### config.mk
export PLATFORM = sky130hd
export DESIGN_NAME = cnn_ctrl_top
export DESIGN_NICKNAME = d
export VERILOG_FILES = /design/src/hdl/cnn_pkg.sv /design/src/hdl/cnn_ctrl_top.sv /design/src/hdl/layer_cfg_regs.sv /design/src/hdl/layer_sequencer.sv /design/src/hdl/output_walker.sv
export VERILOG_INCLUDE_DIRS = /design/src /design/src/hdl
export SDC_FILE = /design/constraint.sdc
export NUM_CORES = 1
export LEC_CHECK = 0
export CORE_MARGIN = 1.5
export CORE_UTILIZATION = 60
export DETAILED_ROUTE_END_ITERATION = 12
export DONT_BUFFER_PORTS = 1
export PLACE_DENSITY_LB_ADDON = 0.12
export SYNTH_ARGS = -nofsm -noshare
export SYNTH_HDL_FRONTEND = slang
export SYNTH_HIERARCHICAL = 1
export SYNTH_SLANG_ARGS = --single-unit
### constraint.sdc
create_clock -name clk -period 4.15 [get_ports clk]
set_input_delay 0.83 -clock clk [delete_from_list [all_inputs] [get_ports clk]]
set_output_delay 0.83 -clock clk [all_outputs]
set_load 0.03 [all_outputs]
### src/hdl/cnn_defines.svh
`ifndef CNN_DEFINES_SVH
`define CNN_DEFINES_SVH

// table size and parallelism
`define CNN_MAX_LAYERS    4     // descriptor table entries
`define CNN_PARA_KERNEL   2     // kernels handled per output position

// field widths
`define CNN_FM_SIZE_W     6     // feature map edge
`define CNN_KERNEL_NUM_W  6     // kernel or channel count
`define CNN_KERNEL_SIZE_W 6     // kernel edge, or fc input size
`define CNN_LAYER_IDX_W   2     // table index

// run timer and host bus
`define CNN_CYCLE_W       24    // run cycle counter
`define CNN_AXI_ADDR_W    8     // byte address into register map

`endif

### src/hdl/cnn_pkg.sv
`include "cnn_defines.svh"

package cnn_pkg;

	typedef logic [`CNN_FM_SIZE_W-1:0]     fm_size_t;     // output map edge length
	typedef logic [`CNN_KERNEL_NUM_W-1:0]  kernel_num_t;  // kernels per layer
	typedef logic [`CNN_KERNEL_SIZE_W-1:0] kernel_size_t; // kernel edge or fc input total
	typedef logic [`CNN_KERNEL_NUM_W-1:0]  kgroup_t;      // index of a PARA_KERNEL group
	typedef logic [`CNN_LAYER_IDX_W-1:0]   layer_idx_t;   // table entry
	typedef logic [`CNN_LAYER_IDX_W:0]     num_layers_t;  // 1 .. MAX_LAYERS, needs one more bit
	typedef logic [`CNN_CYCLE_W-1:0]       cycle_cnt_t;   // run length in clocks
	typedef logic [`CNN_AXI_ADDR_W-1:0]    axi_addr_t;
	typedef logic [31:0]                   axi_data_t;

	typedef enum logic [1:0] {CONV = 2'd0, POOL = 2'd1, FC = 2'd2} layer_kind_e;

	typedef enum logic [2:0] {IDLE, ISSUE, RUN, NEXT, DONE} seq_state_e; // layer FSM

	typedef struct packed {
		layer_kind_e  kind;
		logic         activation;  // 0 none, 1 relu
		logic         pool_type;   // 0 max, 1 avg
		kernel_size_t kernel_size;
		fm_size_t     fm_size_out;
		kernel_num_t  kernel_num;  // output depth
	} layer_desc_t;

	typedef struct packed {
		fm_size_t row;
		fm_size_t col;
		kgroup_t  kgroup;
	} out_pos_t;

	typedef struct packed {
		axi_addr_t awaddr;
		logic      awvalid;
		axi_data_t wdata;
		logic      wvalid;
		logic      bready;
		axi_addr_t araddr;
		logic      arvalid;
		logic      rready;
	} axil_req_t; // host to regs

	typedef struct packed {
		logic       awready;
		logic       wready;
		logic       bvalid;
		logic [1:0] bresp;
		logic       arready;
		logic       rvalid;
		axi_data_t  rdata;
		logic [1:0] rresp;
	} axil_rsp_t; // regs to host

endpackage

### src/hdl/cnn_ctrl_top.sv
`timescale 1ns/1ps
`include "cnn_defines.svh"

module cnn_ctrl_top import cnn_pkg::*; (
	input  logic        clk,
	input  logic        rst,                                  // async, active low
	input  axil_req_t   axil_req,                             // host register port
	output axil_rsp_t   axil_rsp,
	output layer_desc_t cur_desc,                             // to datapath, per layer
	output logic        layer_go,
	output logic        pos_valid,                            // position stream to PE array
	output out_pos_t    pos,
	output logic        stop                                  // whole network finished
);

	logic        start_pulse;
	num_layers_t num_layers;
	layer_desc_t desc_table [0:`CNN_MAX_LAYERS-1];            // host written table
	logic        busy;
	logic        done;
	cycle_cnt_t  cycles;
	logic        layer_done;                                  // walker back to sequencer

	layer_cfg_regs regs_i (
		.clk         (clk),
		.rst         (rst),
		.axil_req    (axil_req),
		.axil_rsp    (axil_rsp),
		.busy        (busy),
		.done        (done),
		.cycles      (cycles),
		.start_pulse (start_pulse),
		.num_layers  (num_layers),
		.desc_table  (desc_table)
	);

	layer_sequencer seq_i (
		.clk         (clk),
		.rst         (rst),
		.start_pulse (start_pulse),
		.num_layers  (num_layers),
		.desc_table  (desc_table),
		.layer_done  (layer_done),
		.layer_go    (layer_go),
		.cur_desc    (cur_desc),
		.busy        (busy),
		.done        (done),
		.stop        (stop),
		.cycles      (cycles)
	);

	output_walker walker_i (
		.clk        (clk),
		.rst        (rst),
		.layer_go   (layer_go),
		.cur_desc   (cur_desc),
		.pos_valid  (pos_valid),
		.pos        (pos),
		.layer_done (layer_done)
	);

endmodule

### src/hdl/layer_cfg_regs.sv
`timescale 1ns/1ps
`include "cnn_defines.svh"

module layer_cfg_regs import cnn_pkg::*; (
	input  logic        clk,
	input  logic        rst,                                  // async, active low
	input  axil_req_t   axil_req,
	output axil_rsp_t   axil_rsp,
	input  logic        busy,                                 // from sequencer
	input  logic        done,
	input  cycle_cnt_t  cycles,
	output logic        start_pulse,                          // one clock wide
	output num_layers_t num_layers,
	output layer_desc_t desc_table [0:`CNN_MAX_LAYERS-1]
);

	localparam int unsigned WW = `CNN_AXI_ADDR_W - 2;        // word index width

	localparam logic [WW-1:0] CTRL_W    = WW'(0);             // 0x00
	localparam logic [WW-1:0] STATUS_W  = WW'(1);             // 0x04
	localparam logic [WW-1:0] NUM_W     = WW'(2);             // 0x08
	localparam logic [WW-1:0] CYCLES_W  = WW'(3);             // 0x0C
	localparam logic [WW-1:0] DESC_W    = WW'(4);             // 0x10, first descriptor word
	localparam logic [WW-1:0] DESC_END  = WW'(4 + 2 * `CNN_MAX_LAYERS);

	logic          w_fire;                                    // aw and w taken together
	logic          r_fire;
	logic          bvalid;
	logic          rvalid;
	axi_data_t     rdata;                                     // held read data
	axi_data_t     rd_word;                                   // read mux
	logic [WW-1:0] w_word;
	logic [WW-1:0] r_word;
	logic [WW-1:0] w_off;                                     // offset into table
	logic [WW-1:0] r_off;
	logic          w_desc;
	logic          r_desc;
	layer_idx_t    w_idx;
	layer_idx_t    r_idx;

	assign w_fire = axil_req.awvalid && axil_req.wvalid && !bvalid; // one write in flight
	assign r_fire = axil_req.arvalid && !rvalid;

	assign w_word = axil_req.awaddr[`CNN_AXI_ADDR_W-1:2];     // byte lanes ignored
	assign r_word = axil_req.araddr[`CNN_AXI_ADDR_W-1:2];
	assign w_off  = w_word - DESC_W;
	assign r_off  = r_word - DESC_W;
	assign w_desc = (w_word >= DESC_W) && (w_word < DESC_END);
	assign r_desc = (r_word >= DESC_W) && (r_word < DESC_END);
	assign w_idx  = w_off[`CNN_LAYER_IDX_W:1];                // two words per entry
	assign r_idx  = r_off[`CNN_LAYER_IDX_W:1];

	// write channel and register file
	always_ff @(posedge clk or negedge rst) begin
		if (!rst) begin
			bvalid      <= 1'b0;
			start_pulse <= 1'b0;
			num_layers  <= '0;
			for (int i = 0; i < `CNN_MAX_LAYERS; i++) begin
				desc_table[i] <= '0;
			end
		end else begin
			start_pulse <= w_fire && (w_word == CTRL_W) && axil_req.wdata[0]; // self clearing
			if (w_fire) begin
				bvalid <= 1'b1;
			end else if (axil_req.bready) begin
				bvalid <= 1'b0;                               // response taken
			end
			if (w_fire && (w_word == NUM_W)) begin
				num_layers <= axil_req.wdata[`CNN_LAYER_IDX_W:0];
			end
			if (w_fire && w_desc) begin
				if (!w_off[0]) begin                          // word 0
					desc_table[w_idx].kind        <= layer_kind_e'(axil_req.wdata[1:0]);
					desc_table[w_idx].activation  <= axil_req.wdata[2];
					desc_table[w_idx].pool_type   <= axil_req.wdata[3];
					desc_table[w_idx].kernel_size <= axil_req.wdata[8 +: `CNN_KERNEL_SIZE_W];
				end else begin                                // word 1
					desc_table[w_idx].fm_size_out <= axil_req.wdata[0 +: `CNN_FM_SIZE_W];
					desc_table[w_idx].kernel_num  <= axil_req.wdata[8 +: `CNN_KERNEL_NUM_W];
				end
			end
		end
	end

	// read mux, unmapped words fall through as zero
	always_comb begin
		rd_word = '0;
		if (r_word == STATUS_W) begin
			rd_word[1:0] = {done, busy};
		end else if (r_word == NUM_W) begin
			rd_word[`CNN_LAYER_IDX_W:0] = num_layers;
		end else if (r_word == CYCLES_W) begin
			rd_word[`CNN_CYCLE_W-1:0] = cycles;
		end else if (r_desc && !r_off[0]) begin
			rd_word[1:0]                        = desc_table[r_idx].kind;
			rd_word[2]                          = desc_table[r_idx].activation;
			rd_word[3]                          = desc_table[r_idx].pool_type;
			rd_word[8 +: `CNN_KERNEL_SIZE_W]    = desc_table[r_idx].kernel_size;
		end else if (r_desc) begin
			rd_word[0 +: `CNN_FM_SIZE_W]        = desc_table[r_idx].fm_size_out;
			rd_word[8 +: `CNN_KERNEL_NUM_W]     = desc_table[r_idx].kernel_num;
		end
	end

	// read channel state
	always_ff @(posedge clk or negedge rst) begin
		if (!rst) begin
			rvalid <= 1'b0;
		end else if (r_fire) begin
			rvalid <= 1'b1;
		end else if (axil_req.rready) begin
			rvalid <= 1'b0;
		end
	end

	always_ff @(posedge clk) begin
		if (r_fire) begin
			rdata <= rd_word;                                 // sampled at address phase
		end
	end

	always_comb begin
		axil_rsp.awready = w_fire;                            // aw and w ready pulse together
		axil_rsp.wready  = w_fire;
		axil_rsp.bvalid  = bvalid;
		axil_rsp.bresp   = 2'b00;                             // always okay
		axil_rsp.arready = r_fire;
		axil_rsp.rvalid  = rvalid;
		axil_rsp.rdata   = rdata;
		axil_rsp.rresp   = 2'b00;
	end

endmodule

### src/hdl/layer_sequencer.sv
`timescale 1ns/1ps
`include "cnn_defines.svh"

module layer_sequencer import cnn_pkg::*; (
	input  logic        clk,
	input  logic        rst,                                  // async, active low
	input  logic        start_pulse,
	input  num_layers_t num_layers,
	input  layer_desc_t desc_table [0:`CNN_MAX_LAYERS-1],
	input  logic        layer_done,                           // walker finished the layer
	output logic        layer_go,                             // high for the ISSUE cycle
	output layer_desc_t cur_desc,
	output logic        busy,
	output logic        done,
	output logic        stop,                                 // held until next start
	output cycle_cnt_t  cycles
);

	seq_state_e state;
	layer_idx_t layer_idx;
	layer_idx_t next_idx;
	layer_idx_t issue_idx;                                    // entry loaded on issue
	logic       start_ok;
	logic       last_layer;
	logic       issue_en;
	logic       in_run;                                       // counted states

	assign next_idx   = layer_idx + 1'b1;
	assign start_ok   = start_pulse && ((state == IDLE) || (state == DONE)); // busy ignores start
	// num_layers of 0 still runs entry 0
	assign last_layer = (layer_idx == layer_idx_t'(`CNN_MAX_LAYERS - 1)) ||
	                    (num_layers_t'(next_idx) >= num_layers);
	assign issue_en   = start_ok || ((state == NEXT) && !last_layer);
	assign issue_idx  = start_ok ? '0 : next_idx;
	assign in_run     = (state == ISSUE) || (state == RUN) || (state == NEXT);

	always_ff @(posedge clk or negedge rst) begin
		if (!rst) begin
			state     <= IDLE;
			layer_idx <= '0;
			layer_go  <= 1'b0;
			busy      <= 1'b0;
			done      <= 1'b0;
			stop      <= 1'b0;
			cycles    <= '0;
		end else begin
			layer_go <= issue_en;                             // lines up with ISSUE
			if (issue_en) begin
				layer_idx <= issue_idx;
			end
			if (in_run) begin
				cycles <= cycles + 1'b1;
			end
			case (state)
				IDLE, DONE: begin
					if (start_pulse) begin
						state  <= ISSUE;
						busy   <= 1'b1;
						done   <= 1'b0;
						stop   <= 1'b0;
						cycles <= '0;                         // fresh run
					end
				end
				ISSUE: begin
					state <= RUN;                             // walker starts next clock
				end
				RUN: begin
					if (layer_done) begin
						state <= NEXT;
					end
				end
				NEXT: begin
					if (last_layer) begin
						state <= DONE;
						busy  <= 1'b0;
						done  <= 1'b1;
						stop  <= 1'b1;
					end else begin
						state <= ISSUE;
					end
				end
				default: begin
					state <= IDLE;
				end
			endcase
		end
	end

	// descriptor stays put for the whole layer
	always_ff @(posedge clk) begin
		if (issue_en) begin
			cur_desc <= desc_table[issue_idx];
		end
	end

endmodule

### src/hdl/output_walker.sv
`timescale 1ns/1ps
`include "cnn_defines.svh"

module output_walker import cnn_pkg::*; (
	input  logic        clk,
	input  logic        rst,                                  // async, active low
	input  logic        layer_go,                             // launch, one clock
	input  layer_desc_t cur_desc,
	output logic        pos_valid,
	output out_pos_t    pos,
	output logic        layer_done                            // with the last position
);

	localparam int unsigned GW = `CNN_KERNEL_NUM_W + 1;      // room for the rounding add

	localparam logic [GW-1:0] GRP_DIV = GW'(`CNN_PARA_KERNEL);
	localparam logic [GW-1:0] GRP_RND = GW'(`CNN_PARA_KERNEL - 1);

	logic          active;                                    // stream running
	fm_size_t      row;
	fm_size_t      col;
	kgroup_t       kgroup;
	fm_size_t      size_eff;                                  // zero size counts as one
	logic [GW-1:0] grp_cnt;                                   // ceil(kernel_num / PARA_KERNEL)
	kgroup_t       grp_last_nxt;
	fm_size_t      size_last;                                 // latched last row and col
	kgroup_t       grp_last;
	logic          col_end;
	logic          row_end;
	logic          grp_end;

	assign size_eff     = (cur_desc.fm_size_out == '0) ? fm_size_t'(1) : cur_desc.fm_size_out;
	assign grp_cnt      = ({1'b0, cur_desc.kernel_num} + GRP_RND) / GRP_DIV;
	assign grp_last_nxt = (grp_cnt == '0) ? '0 : kgroup_t'(grp_cnt - 1'b1); // no kernels, one group

	always_ff @(posedge clk) begin
		if (layer_go) begin
			size_last <= size_eff - 1'b1;
			grp_last  <= grp_last_nxt;
		end
	end

	assign col_end = (col == size_last);
	assign row_end = (row == size_last);
	assign grp_end = (kgroup == grp_last);

	// col innermost, then row, kgroup outermost
	always_ff @(posedge clk or negedge rst) begin
		if (!rst) begin
			active <= 1'b0;
			row    <= '0;
			col    <= '0;
			kgroup <= '0;
		end else if (layer_go) begin
			active <= 1'b1;
			row    <= '0;
			col    <= '0;
			kgroup <= '0;
		end else if (active) begin
			if (!col_end) begin
				col <= col + 1'b1;
			end else begin
				col <= '0;
				if (!row_end) begin
					row <= row + 1'b1;
				end else begin
					row <= '0;
					if (grp_end) begin
						active <= 1'b0;                       // back to idle
					end else begin
						kgroup <= kgroup + 1'b1;
					end
				end
			end
		end
	end

	always_comb begin
		pos.row    = row;
		pos.col    = col;
		pos.kgroup = kgroup;
	end

	assign pos_valid  = active;                               // PE array takes every beat
	assign layer_done = active && col_end && row_end && grp_end;

endmodule

==> results of run 1 <==
==> state kept, by name, summed over array words and instances, names as in the netlist, 6 cells and up <==
register and flops:
regs_i/desc_table 88, regs_i/rdata 24, seq_i/cycles 24, seq_i/cur_desc 22
walker_i/col 6, walker_i/grp_last 6, walker_i/kgroup 6, walker_i/row 6
walker_i/size_last 6
==> synthesized netlist by cell type (all sizes together) (22+ instances only) <==
cell / n / area [µm²]
dfrtp: 145 / 3630
mux2: 93 / 1080
edfxtp: 58 / 1740
nor2: 56 / 213
a21oi: 43 / 215
buf: 42 / 279
nand2: 36 / 135
and3: 30 / 189
mux2i: 30 / 300
clkbuf: 25 / 93.8
xor2: 24 / 210
a211oi: 23 / 173
mux4: 22 / 495
==> cell type report <==
cell class,instances,area (µm²),area share [%]
well taps,225,282,2.49
flip-flops and latches,203,5370,47.6
multi-input cells,573,4730,41.9
inverters,15,56.3,0.499
clock inverters,10,101,0.898
clock buffers,30,642,5.69
repair buffers,13,103,0.909
==> power breakdown <==
group | switching [mW] | internal, mW | total, mW
Clock | 0.775 | 1.21 | 1.98
Sequential | 0.164 | 2.16 | 2.33
Combinational | 0.127 | 0.145 | 0.272
==> metal layers <==
layer	part of all wire, %	vias up	GRT usage [%]	wire, µm
li1	-	3092	-	-
met1	41	3496	33.6	9830
met2	49	246	44.3	11600
met3	7.3	47	6.64	1740
met4	2.5	0	7.35	591
met5	0	-	0	0
==> how the worst max path moves through the flow <==
stage | cells after the start | to | from
final | 7 | seq_i/cur_desc[16] | seq_i/layer_idx[0]
after global routing | 7 | seq_i/cur_desc[19] | seq_i/layer_idx[0]
after CTS | 7 | seq_i/cur_desc[16] | seq_i/layer_idx[0]
after detailed placement | 7 | seq_i/cur_desc[17] | seq_i/layer_idx[0]
after global placement | 7 | seq_i/cur_desc[19] | seq_i/layer_idx[0]
after floorplan | 2 | axil_rsp[35] | axil_req[1]
==> repair_timing <==
item	CTS	global route
hold buffers	0	2
setup buffers	0	0
resized for setup	0	0
endpoints found under the hold margin	0	11
==> metrics by stage <==
step / area, µm² / std cells
final: 11300 / 1069
after global routing: 11300 / 1069
after CTS: 11300 / 1067
after detailed placement: 10500 / 1027
after global placement: 10500 / 1027
after floorplan: 10500 / 858
==> cell families after synthesis <==
family                   Yosys count
AO/OA/AOI/OAI                    133
other                              1
XOR/XNOR                          41
adder cells (fa/ha/maj)           11
flip-flops                       203
multiplexers                     145
AND/OR/NAND/NOR                  231
buffers and inverters             82
==> run_results.csv, run 1 <==
group,metric,value,unit
status,outcome,"complete, no violations",
logic_synthesis,async_flop_share,71.4,%
sta,worstMarginPinSlew,1.17,ns
sta,skew,0.0134,ns
grt,antenna_found_initial,0,
logic_synthesis,synth_edf_count,58,
setup_path,crit_arrival,3.22,ns
logic_synthesis,yosys_warnings,6,
detailed_routing,drc,0,
place,place_congestion,0.832,
layout,nNetsFinal,894,
clock_tree,numCtsBuffers,22,
detailed_routing,wl_per_cell,22.3,µm
clock_tree,clk_latency,0.51,ns
grt,grt_max_degree,146,
layout,fillers,1307,
sta,setup_tns,0,ns
logic_synthesis,ys_ff_latch,203,
floorplan,die_y,135,µm
sta,hold_slack,0.0124,ns
logic_synthesis,synthCells,847,
detailed_routing,first_iter_violations,534,
clock_tree,cts_num_sinks,203,
setup_path,crit_path_frequent_cell,"ha_1",
sta,setup_viol,0,
place,numPortBuffers,0,
grt,grt_use_total,26.2,%
detailed_routing,vias,6881,
detailed_routing,final_antenna_net_count,0,
setup_path,r2r_start,"seq_i/layer_idx[0]",
clock_tree,ctsHtreeMaxLevel,1,
setup_path,crit_buf_inv,1,
clock_tree,cts_tree,"built",
job,cap_violations,0,
place,hpwlAfterDp,15.4,mm
sta,fmax,0.330,GHz
layout,diodes,0,
sta,fin_crit_sh,72.9,%
setup_path,start_kind,"register",
power_and_ir_drop,p_leak,4.88,nW
logic_synthesis,yosysSeqAreaShare,51.3,%
floorplan,die_x,135,µm
clock_tree,cts.clk_slew.worst_paths,0.06,ns
setup_path,slowest_delay,0.54,ns
clock_tree,cts_buffer_depth,3,
layout,layout_common_cells,"dfrtp_1, mux2_2, edfxtp_1",
setup_path,path_cells,"ha_1 > ha_1 > nor2b_1 > a221oi_1 > nand3_1 > nand2_1 > buf_4",
logic_synthesis,synthSimpleGateAreaFrac,13.3,%
detailed_routing,routed_wl,23.8,mm
power_and_ir_drop,ir_drop,0.313,mV
logic_synthesis,synth.distinct_cells,78,
setup_path,crit_path_end_kind,"register",
setup_path,timing.reg2reg.setup_slack,1.12,ns
floorplan,start_util,60.9,%
sta,rsz0062_at_grt,"false",
detailed_routing,first_pass_iters,5,
setup_path,worstSetupPathType,"reg -> reg",
sta,min_period,3.03,ns
logic_synthesis,avgSynthCellArea,12.4,µm²
setup_path,crit_family,"simple AND/OR/NAND/NOR gates",
power_and_ir_drop,power,4.58,mW
floorplan,core-area,17200,µm²
sta,fin_ws,1.12,ns
floorplan,io-pin-count,139,
power_and_ir_drop,cellPowerDensity,406,nW/µm²
setup_path,cp_max_fo,14,
logic_synthesis,synth_xor_area_share,3.43,%
logic_synthesis,synth_compound_area_share,8.51,%
logic_synthesis,muxShareOfSynthArea,18.0,%
detailed_routing,vias_per_cell,6.44,
grt,grt_pass1_vias,6784,
grt,grt_pass1_wl,36.9,mm
setup_path,reg2reg_to,"seq_i/cur_desc[16]",
layout,mostFrequentLayoutCell,"dfrtp_1",
logic_synthesis,synth_area,10500,µm²
sta,drv_slew,0,
worst_hold_path,hold_path.class,"in -> async",
logic_synthesis,synthAdderAreaFrac,1.32,%
setup_path,rr_worst_depth,7,
setup_path,required,4.34,ns
grt,grt.overflow.total,0,
sta,relSlewSlack,21.1,%
layout,area_growth_syn_to_layout,7.84,%
clock_tree,cts_root_buf,"clkbuf_16",
floorplan,die-area,18200,µm²
layout,fin_util,65.7,%
logic_synthesis,synth_top_family_by_area,"multiplexers",
layout,drive_above_1_share,22.0,%
sta,hold_violations,0,
floorplan,fp-row-count,48,
logic_synthesis,synth_ff_type,"dfrtp_1",
place,post-place-ws,1.16,ns
setup_path,critPathSlowestCell,"nand2_1",
Note: power is estimated with default switching activity, not from simulation.
==> run 2: changes to the inputs <==
Clock period 4.15 ns to 2.8 ns, I/O delays scaled along.
==> run_results.csv, run 2 (synthesized netlist as in run 1, its figures left out) <==
group,metric,value,unit
layout,nNetsFinal,903,
floorplan,die_x,135,µm
clock_tree,cts.clk_slew.worst_paths,0.06,ns
place,numPortBuffers,0,
setup_path,crit_path_end_kind,"register",
clock_tree,cts_buffer_depth,3,
setup_path,required,3.00,ns
power_and_ir_drop,switching_share,22.5,%
detailed_routing,vias,6882,
setup_path,start_kind,"register",
detailed_routing,vias_per_cell,6.38,
floorplan,core-area,17200,µm²
layout,area_growth_syn_to_layout,9.01,%
job,cap_violations,0,
floorplan,fp-row-count,48,
place,place_congestion,0.821,
grt,grt_max_degree,146,
sta,setup_tns,0,ns
detailed_routing,routed_wl,23.7,mm
detailed_routing,first_iter_violations,511,
place,placed_cells_incl_taps,1037,
clock_tree,numCtsBuffers,23,
clock_tree,cts_tree,"built",
setup_path,worstSetupPathType,"reg -> reg",
setup_path,reg2reg_to,"seq_i/cur_desc[20]",
power_and_ir_drop,power_frac_comb,5.6,%
layout,area.sequential,5370,µm²
worst_hold_path,hold_path.class,"in -> async",
clock_tree,clk_latency,0.50,ns
layout,diodes,0,
power_and_ir_drop,p_switching,1.59,mW
detailed_routing,final_antenna_net_count,0,
grt,grt_pass1_wl,37.7,mm
sta,relSlewSlack,51.2,%
detailed_routing,wl_met3,1.54,mm
layout,multi_input_area,4720,µm²
layout,mostFrequentLayoutCell,"dfrtp_1",
grt,grt_pass1_vias,6966,
sta,fin_crit_sh,89.9,%
detailed_routing,drt-met1-wl,9.79,mm
setup_path,crit_arrival,2.71,ns
sta,hold_violations,145,
layout,fillers,1305,
clock_tree,cts_num_sinks,203,
clock_tree,ctsHtreeMaxLevel,1,
grt,antenna_found_initial,0,
setup_path,cp_max_fo,10,
detailed_routing,drc,0,
layout,fin_util,66.4,%
layout,fin_cells,1078,
sta,setup_viol,0,
status,violations,"hold timing",
setup_path,timing.reg2reg.setup_slack,0.28,ns
power_and_ir_drop,p_clk_share,45.4,%
power_and_ir_drop,power,7.05,mW
setup_path,rr_worst_depth,7,
power_and_ir_drop,p_leak,4.96,nW
sta,skew,0.0108,ns
floorplan,start_util,60.9,%
power_and_ir_drop,cellPowerDensity,618,nW/µm²
grt,grt.overflow.total,0,
setup_path,startpoint,"seq_i/layer_idx[0]",
detailed_routing,wl_per_cell,22.0,µm
floorplan,die_y,135,µm
clock_tree,cts_root_buf,"clkbuf_16",
setup_path,r2r_start,"seq_i/layer_idx[0]",
sta,drv_slew,0,
floorplan,die-area,18200,µm²
layout,reg_top3,"regs_i/desc_table x88, regs_i/rdata x24, seq_i/cycles x24",
clock_tree,postCtsSetupBuffers,0,
detailed_routing,first_pass_iters,5,
layout,drive_above_1_share,23.4,%
layout,largest_reg_flops,88,
sta,hold_slack,-0.243,ns
status,outcome,"complete, but fails checks",
detailed_routing,met2_length,11.8,mm
power_and_ir_drop,ir_drop,0.472,mV
sta,worstMarginPinSlew,0.732,ns
sta,rsz0062_at_grt,"false",
setup_path,crit_path_end,"seq_i/cur_desc[20]",
floorplan,io-pin-count,139,
detailed_routing,top_layer_used,"met4",
power_and_ir_drop,p_int,5.46,mW
sta,min_period,2.52,ns
layout,layout_common_cells,"dfrtp_1, mux2_2, edfxtp_1",
place,hpwlAfterDp,15.6,mm
grt,grt_use_total,26.5,%
power_and_ir_drop,pwr-share-seq,49.0,%
layout,regMostFlops,"regs_i/desc_table",
clock_tree,cts_resized,0,
sta,fmax,0.397,GHz
[run 2: cell types whose count changed in the layout (fill, tap and decap cells not counted)]
cell | before | now
nor4b_2 | 2 | 3
clkbuf_8 | 4 | 3
clkbuf_1 | 3 | 1
buf_4 | 11 | 21
inv_4 | 0 | 1
dlygate4sd3_1 | 2 | 0
nor4b_4 | 2 | 1
clkinv_1 | 2 | 1
clkinv_2 | 5 | 6
bufinv_16 | 2 | 5
[run 2: worst max-delay path, cell delays in order, from the launching register on]
cell and delay (ns):
dfrtp_1 0.44, ha_1 0.34, ha_1 0.27, nor2b_1 0.14
a221oi_1 0.41, nand3_1 0.22, nand2_1 0.16, buf_4 0.24
[run 2: through the flow]
stage	instance area, µm²	setup WS (ns)
2_1_floorplan	10500	0.205
3_3_place_gp	10600	0.354
3_5_place_dp	10600	0.327
4_1_cts	11400	0.311
5_1_grt	11400	0.150
6_report	11400	0.283
[run 2: area by class of cell]
cell class | instances | area share, %
flip-flops and latches | 203 | 47.1
repair buffers | 21 | 1.38
multi-input cells | 573 | 41.4
clock buffers | 27 | 5.44
inverters | 15 | 0.494
clock inverters | 14 | 1.74
well taps | 225 | 2.47
[run 2: worst min-delay path by stage]
stage,start,endpoint,slack (ns),cells after the start
3_3_place_gp,rst,walker_i/row[0],0.27,0
3_5_place_dp,rst,walker_i/row[0],0.27,0
5_1_grt,rst,walker_i/row[0],-0.27,0
4_1_cts,rst,walker_i/row[1],-0.26,0
2_1_floorplan,rst,regs_i/bvalid,0.26,0
6_report,rst,walker_i/row[0],-0.24,0
[run 2: layer usage]
layer,track usage (%),vias to the layer above
li1,-,3117
met1,34.8,3481
met2,44.4,235
met3,5.78,49
met4,8.30,0
met5,0,-
[run 2: power groups by stage]
stage	clock [mW]	sequential (mW)	combinational (mW)
floorplan	0	3.45	0.390
global placement	0	3.49	0.379
detailed placement	0	3.51	0.396
CTS	3.25	3.45	0.397
global route	3.38	3.48	0.435
finish	3.20	3.45	0.396
==> run 3: changes to the inputs <==
Settings changed: ABC_AREA set to 1.
==> run_results.csv, run 3 <==
group,metric,value,unit
status,outcome,"complete, but fails checks",
status,violations,"hold timing",
layout,diodes,0,
power_and_ir_drop,ir_drop,0.639,mV
sta,hold_slack,-0.242,ns
sta,min_period,2.30,ns
layout,nNetsFinal,1356,
clock_tree,ctsHtreeMaxLevel,1,
logic_synthesis,synth_top_area_share,33.7,%
job,cap_violations,0,
sta,rsz0062_at_grt,"false",
setup_path,slowest_delay,0.42,ns
detailed_routing,wl_per_cell,16.6,µm
sta,worstMarginPinSlew,1.04,ns
layout,layout_common_cells,"nand2_1, nor2_1, dfrtp_1",
logic_synthesis,ys_ff_latch,203,
clock_tree,cts_num_sinks,203,
detailed_routing,first_iter_violations,790,
floorplan,core-area,17400,µm²
sta,fmax,0.435,GHz
setup_path,crit_arrival,2.46,ns
power_and_ir_drop,p_leak,5.22,nW
setup_path,startpoint,"seq_i/layer_idx[0]",
clock_tree,clk_latency,0.50,ns
grt,grt_pass1_wl,41.2,mm
logic_synthesis,avgSynthCellArea,8.18,µm²
grt,grt.overflow.total,0,
logic_synthesis,async_flop_share,71.4,%
detailed_routing,vias,8682,
sta,setup_viol,0,
setup_path,crit_buf_inv,2,
logic_synthesis,synthCells,1317,
power_and_ir_drop,power,9.16,mW
logic_synthesis,synth_edf_count,58,
layout,drive_above_1_share,7.96,%
clock_tree,cts_buffer_depth,3,
grt,grt_pass1_vias,8134,
setup_path,worstSetupPathType,"reg -> reg",
layout,largest_reg_flops,88,
clock_tree,postCtsSetupBuffers,0,
clock_tree,numCtsBuffers,22,
grt,grt_use_total,27.8,%
logic_synthesis,synthTopCellsByCount,"nand2_1, nor2_1, dfrtp_1",
layout,regMostFlops,"regs_i/desc_table",
logic_synthesis,synth_ff_type,"dfrtp_1",
detailed_routing,first_pass_iters,5,
clock_tree,cts.clk_slew.worst_paths,0.06,ns
setup_path,crit_path_end_kind,"register",
logic_synthesis,yosysTopAreaCell,"dfrtp_1",
detailed_routing,drc,0,
setup_path,crit_path_frequent_cell,"ha_1",
worst_hold_path,hold_path.class,"in -> async",
setup_path,crit_family,"adder cells",
layout,mostFrequentLayoutCell,"nand2_1",
floorplan,io-pin-count,139,
grt,grt_max_degree,146,
detailed_routing,final_antenna_net_count,0,
sta,fin_crit_sh,82.1,%
clock_tree,cts_root_buf,"clkbuf_16",
detailed_routing,top_layer_used,"met4",
floorplan,start_util,61.8,%
setup_path,critPathSlowestCell,"dfrtp_1",
setup_path,cp_max_fo,23,
logic_synthesis,yosys.cell_count.top_type,"nand2_1",
sta,setup_tns,0,ns
setup_path,start_kind,"register",
logic_synthesis,yosys_warnings,6,
layout,area_growth_syn_to_layout,6.16,%
logic_synthesis,synth_area_leaders,"dfrtp_1, edfxtp_1, nand2_1, nor2_1, o21ai_0",
floorplan,die_x,137,µm
detailed_routing,met2_length,12.1,mm
place,hpwlAfterDp,16.2,mm
floorplan,die_y,137,µm
clock_tree,cts_resized,0,
logic_synthesis,synth_area,10800,µm²
detailed_routing,wl_met3,1.88,mm
power_and_ir_drop,cellPowerDensity,801,nW/µm²
detailed_routing,vias_per_cell,5.67,
clock_tree,cts_tree,"built",
sta,skew,0.00916,ns
detailed_routing,routed_wl,25.4,mm
logic_synthesis,synth.distinct_cells,47,
floorplan,die-area,18800,µm²
setup_path,path_cells,"ha_1 > ha_1 > inv_1 > a21oi_1 > o21bai_1 > nand3_1 > nand2_1 > buf_4",
place,numPortBuffers,0,
layout,reg_top3,"regs_i/desc_table x88, regs_i/rdata x24, seq_i/cycles x24",
floorplan,fp-row-count,48,
place,place_congestion,0.871,
sta,drv_slew,0,
setup_path,required,2.96,ns
detailed_routing,drt-met1-wl,10.7,mm
setup_path,r2r_start,"seq_i/layer_idx[0]",
logic_synthesis,yosysSeqAreaShare,49.9,%
grt,antenna_found_initial,0,
sta,relSlewSlack,30.7,%
sta,hold_violations,145,
## run 3: logic make-up (layout without fill, tap and decap cells)
| group | count (synthesis) | after routing | share of synthesized area (%) |
|---|---|---|---|
| buf+inv | 211 | 189 | 9.38 |
| other cells | 1 | 12 | 0.0348 |
| flops | 203 | 203 | 49.9 |
| simple gates | 623 | 623 | 25.1 |
| fa+ha+maj | 11 | 11 | 1.28 |
| xor+xnor | 18 | 18 | 1.53 |
| compound gates | 250 | 250 | 12.8 |
## run 3: stage by stage
stage	hold slack (ns)	cell area (µm²)	utilization [%]	setup WS, ns	std cells
2_1_floorplan	0.264	10800	-	0.501	1328
3_3_place_gp	0.268	10700	61.2	0.554	1491
3_5_place_dp	0.269	10700	61.2	0.505	1491
4_1_cts	-0.259	11400	65.6	0.505	1531
5_1_grt	-0.269	11400	65.6	0.358	1531
6_report	-0.242	11400	65.6	0.501	1531
## run 3: layout make-up
type	instances	area, µm²
sequential	203	5370
multi-input combinational	914	4430
fill	1482	5980
clock inverter	10	151
clock buffer	30	622
tap	225	282
timing repair buffer	4	30.0
inverter	145	547
## run 3: power breakdown
part	switching (mW)	leakage, nW	internal [mW]
Clock	1.14	0.369	1.92
Combinational	1.45	2.33	0.669
Sequential	0.528	2.51	3.45
Total	3.12	5.22	6.04
## run 3: final timing paths
path | slack (ns) | to | cells after the start
max | 0.50 | seq_i/cur_desc[19] | 8
max in group asynchronous | 2.79 | regs_i/desc_table[45] | 0
min in group clk | 0.15 | regs_i/bvalid | 1
min reg2reg | 0.50 | seq_i/busy | 1
min | -0.24 | walker_i/kgroup[5] | 0
max reg2reg | 0.50 | seq_i/cur_desc[19] | 8
## run 3: worst reg2reg max path, cell delays in order, from the launching register on
cell and delay [ns]:
dfrtp_1 0.42, ha_1 0.36, ha_1 0.28, inv_1 0.06, a21oi_1 0.03, o21bai_1 0.17
nand3_1 0.19, nand2_1 0.10, buf_4 0.33
## run 3: per-layer routing
metal / track usage (%) / vias up
met5: 0 / -
met2: 45.8 / 321
met1: 37.1 / 4090
met3: 5.63 / 52
met4: 9.24 / 0
li1: - / 4219
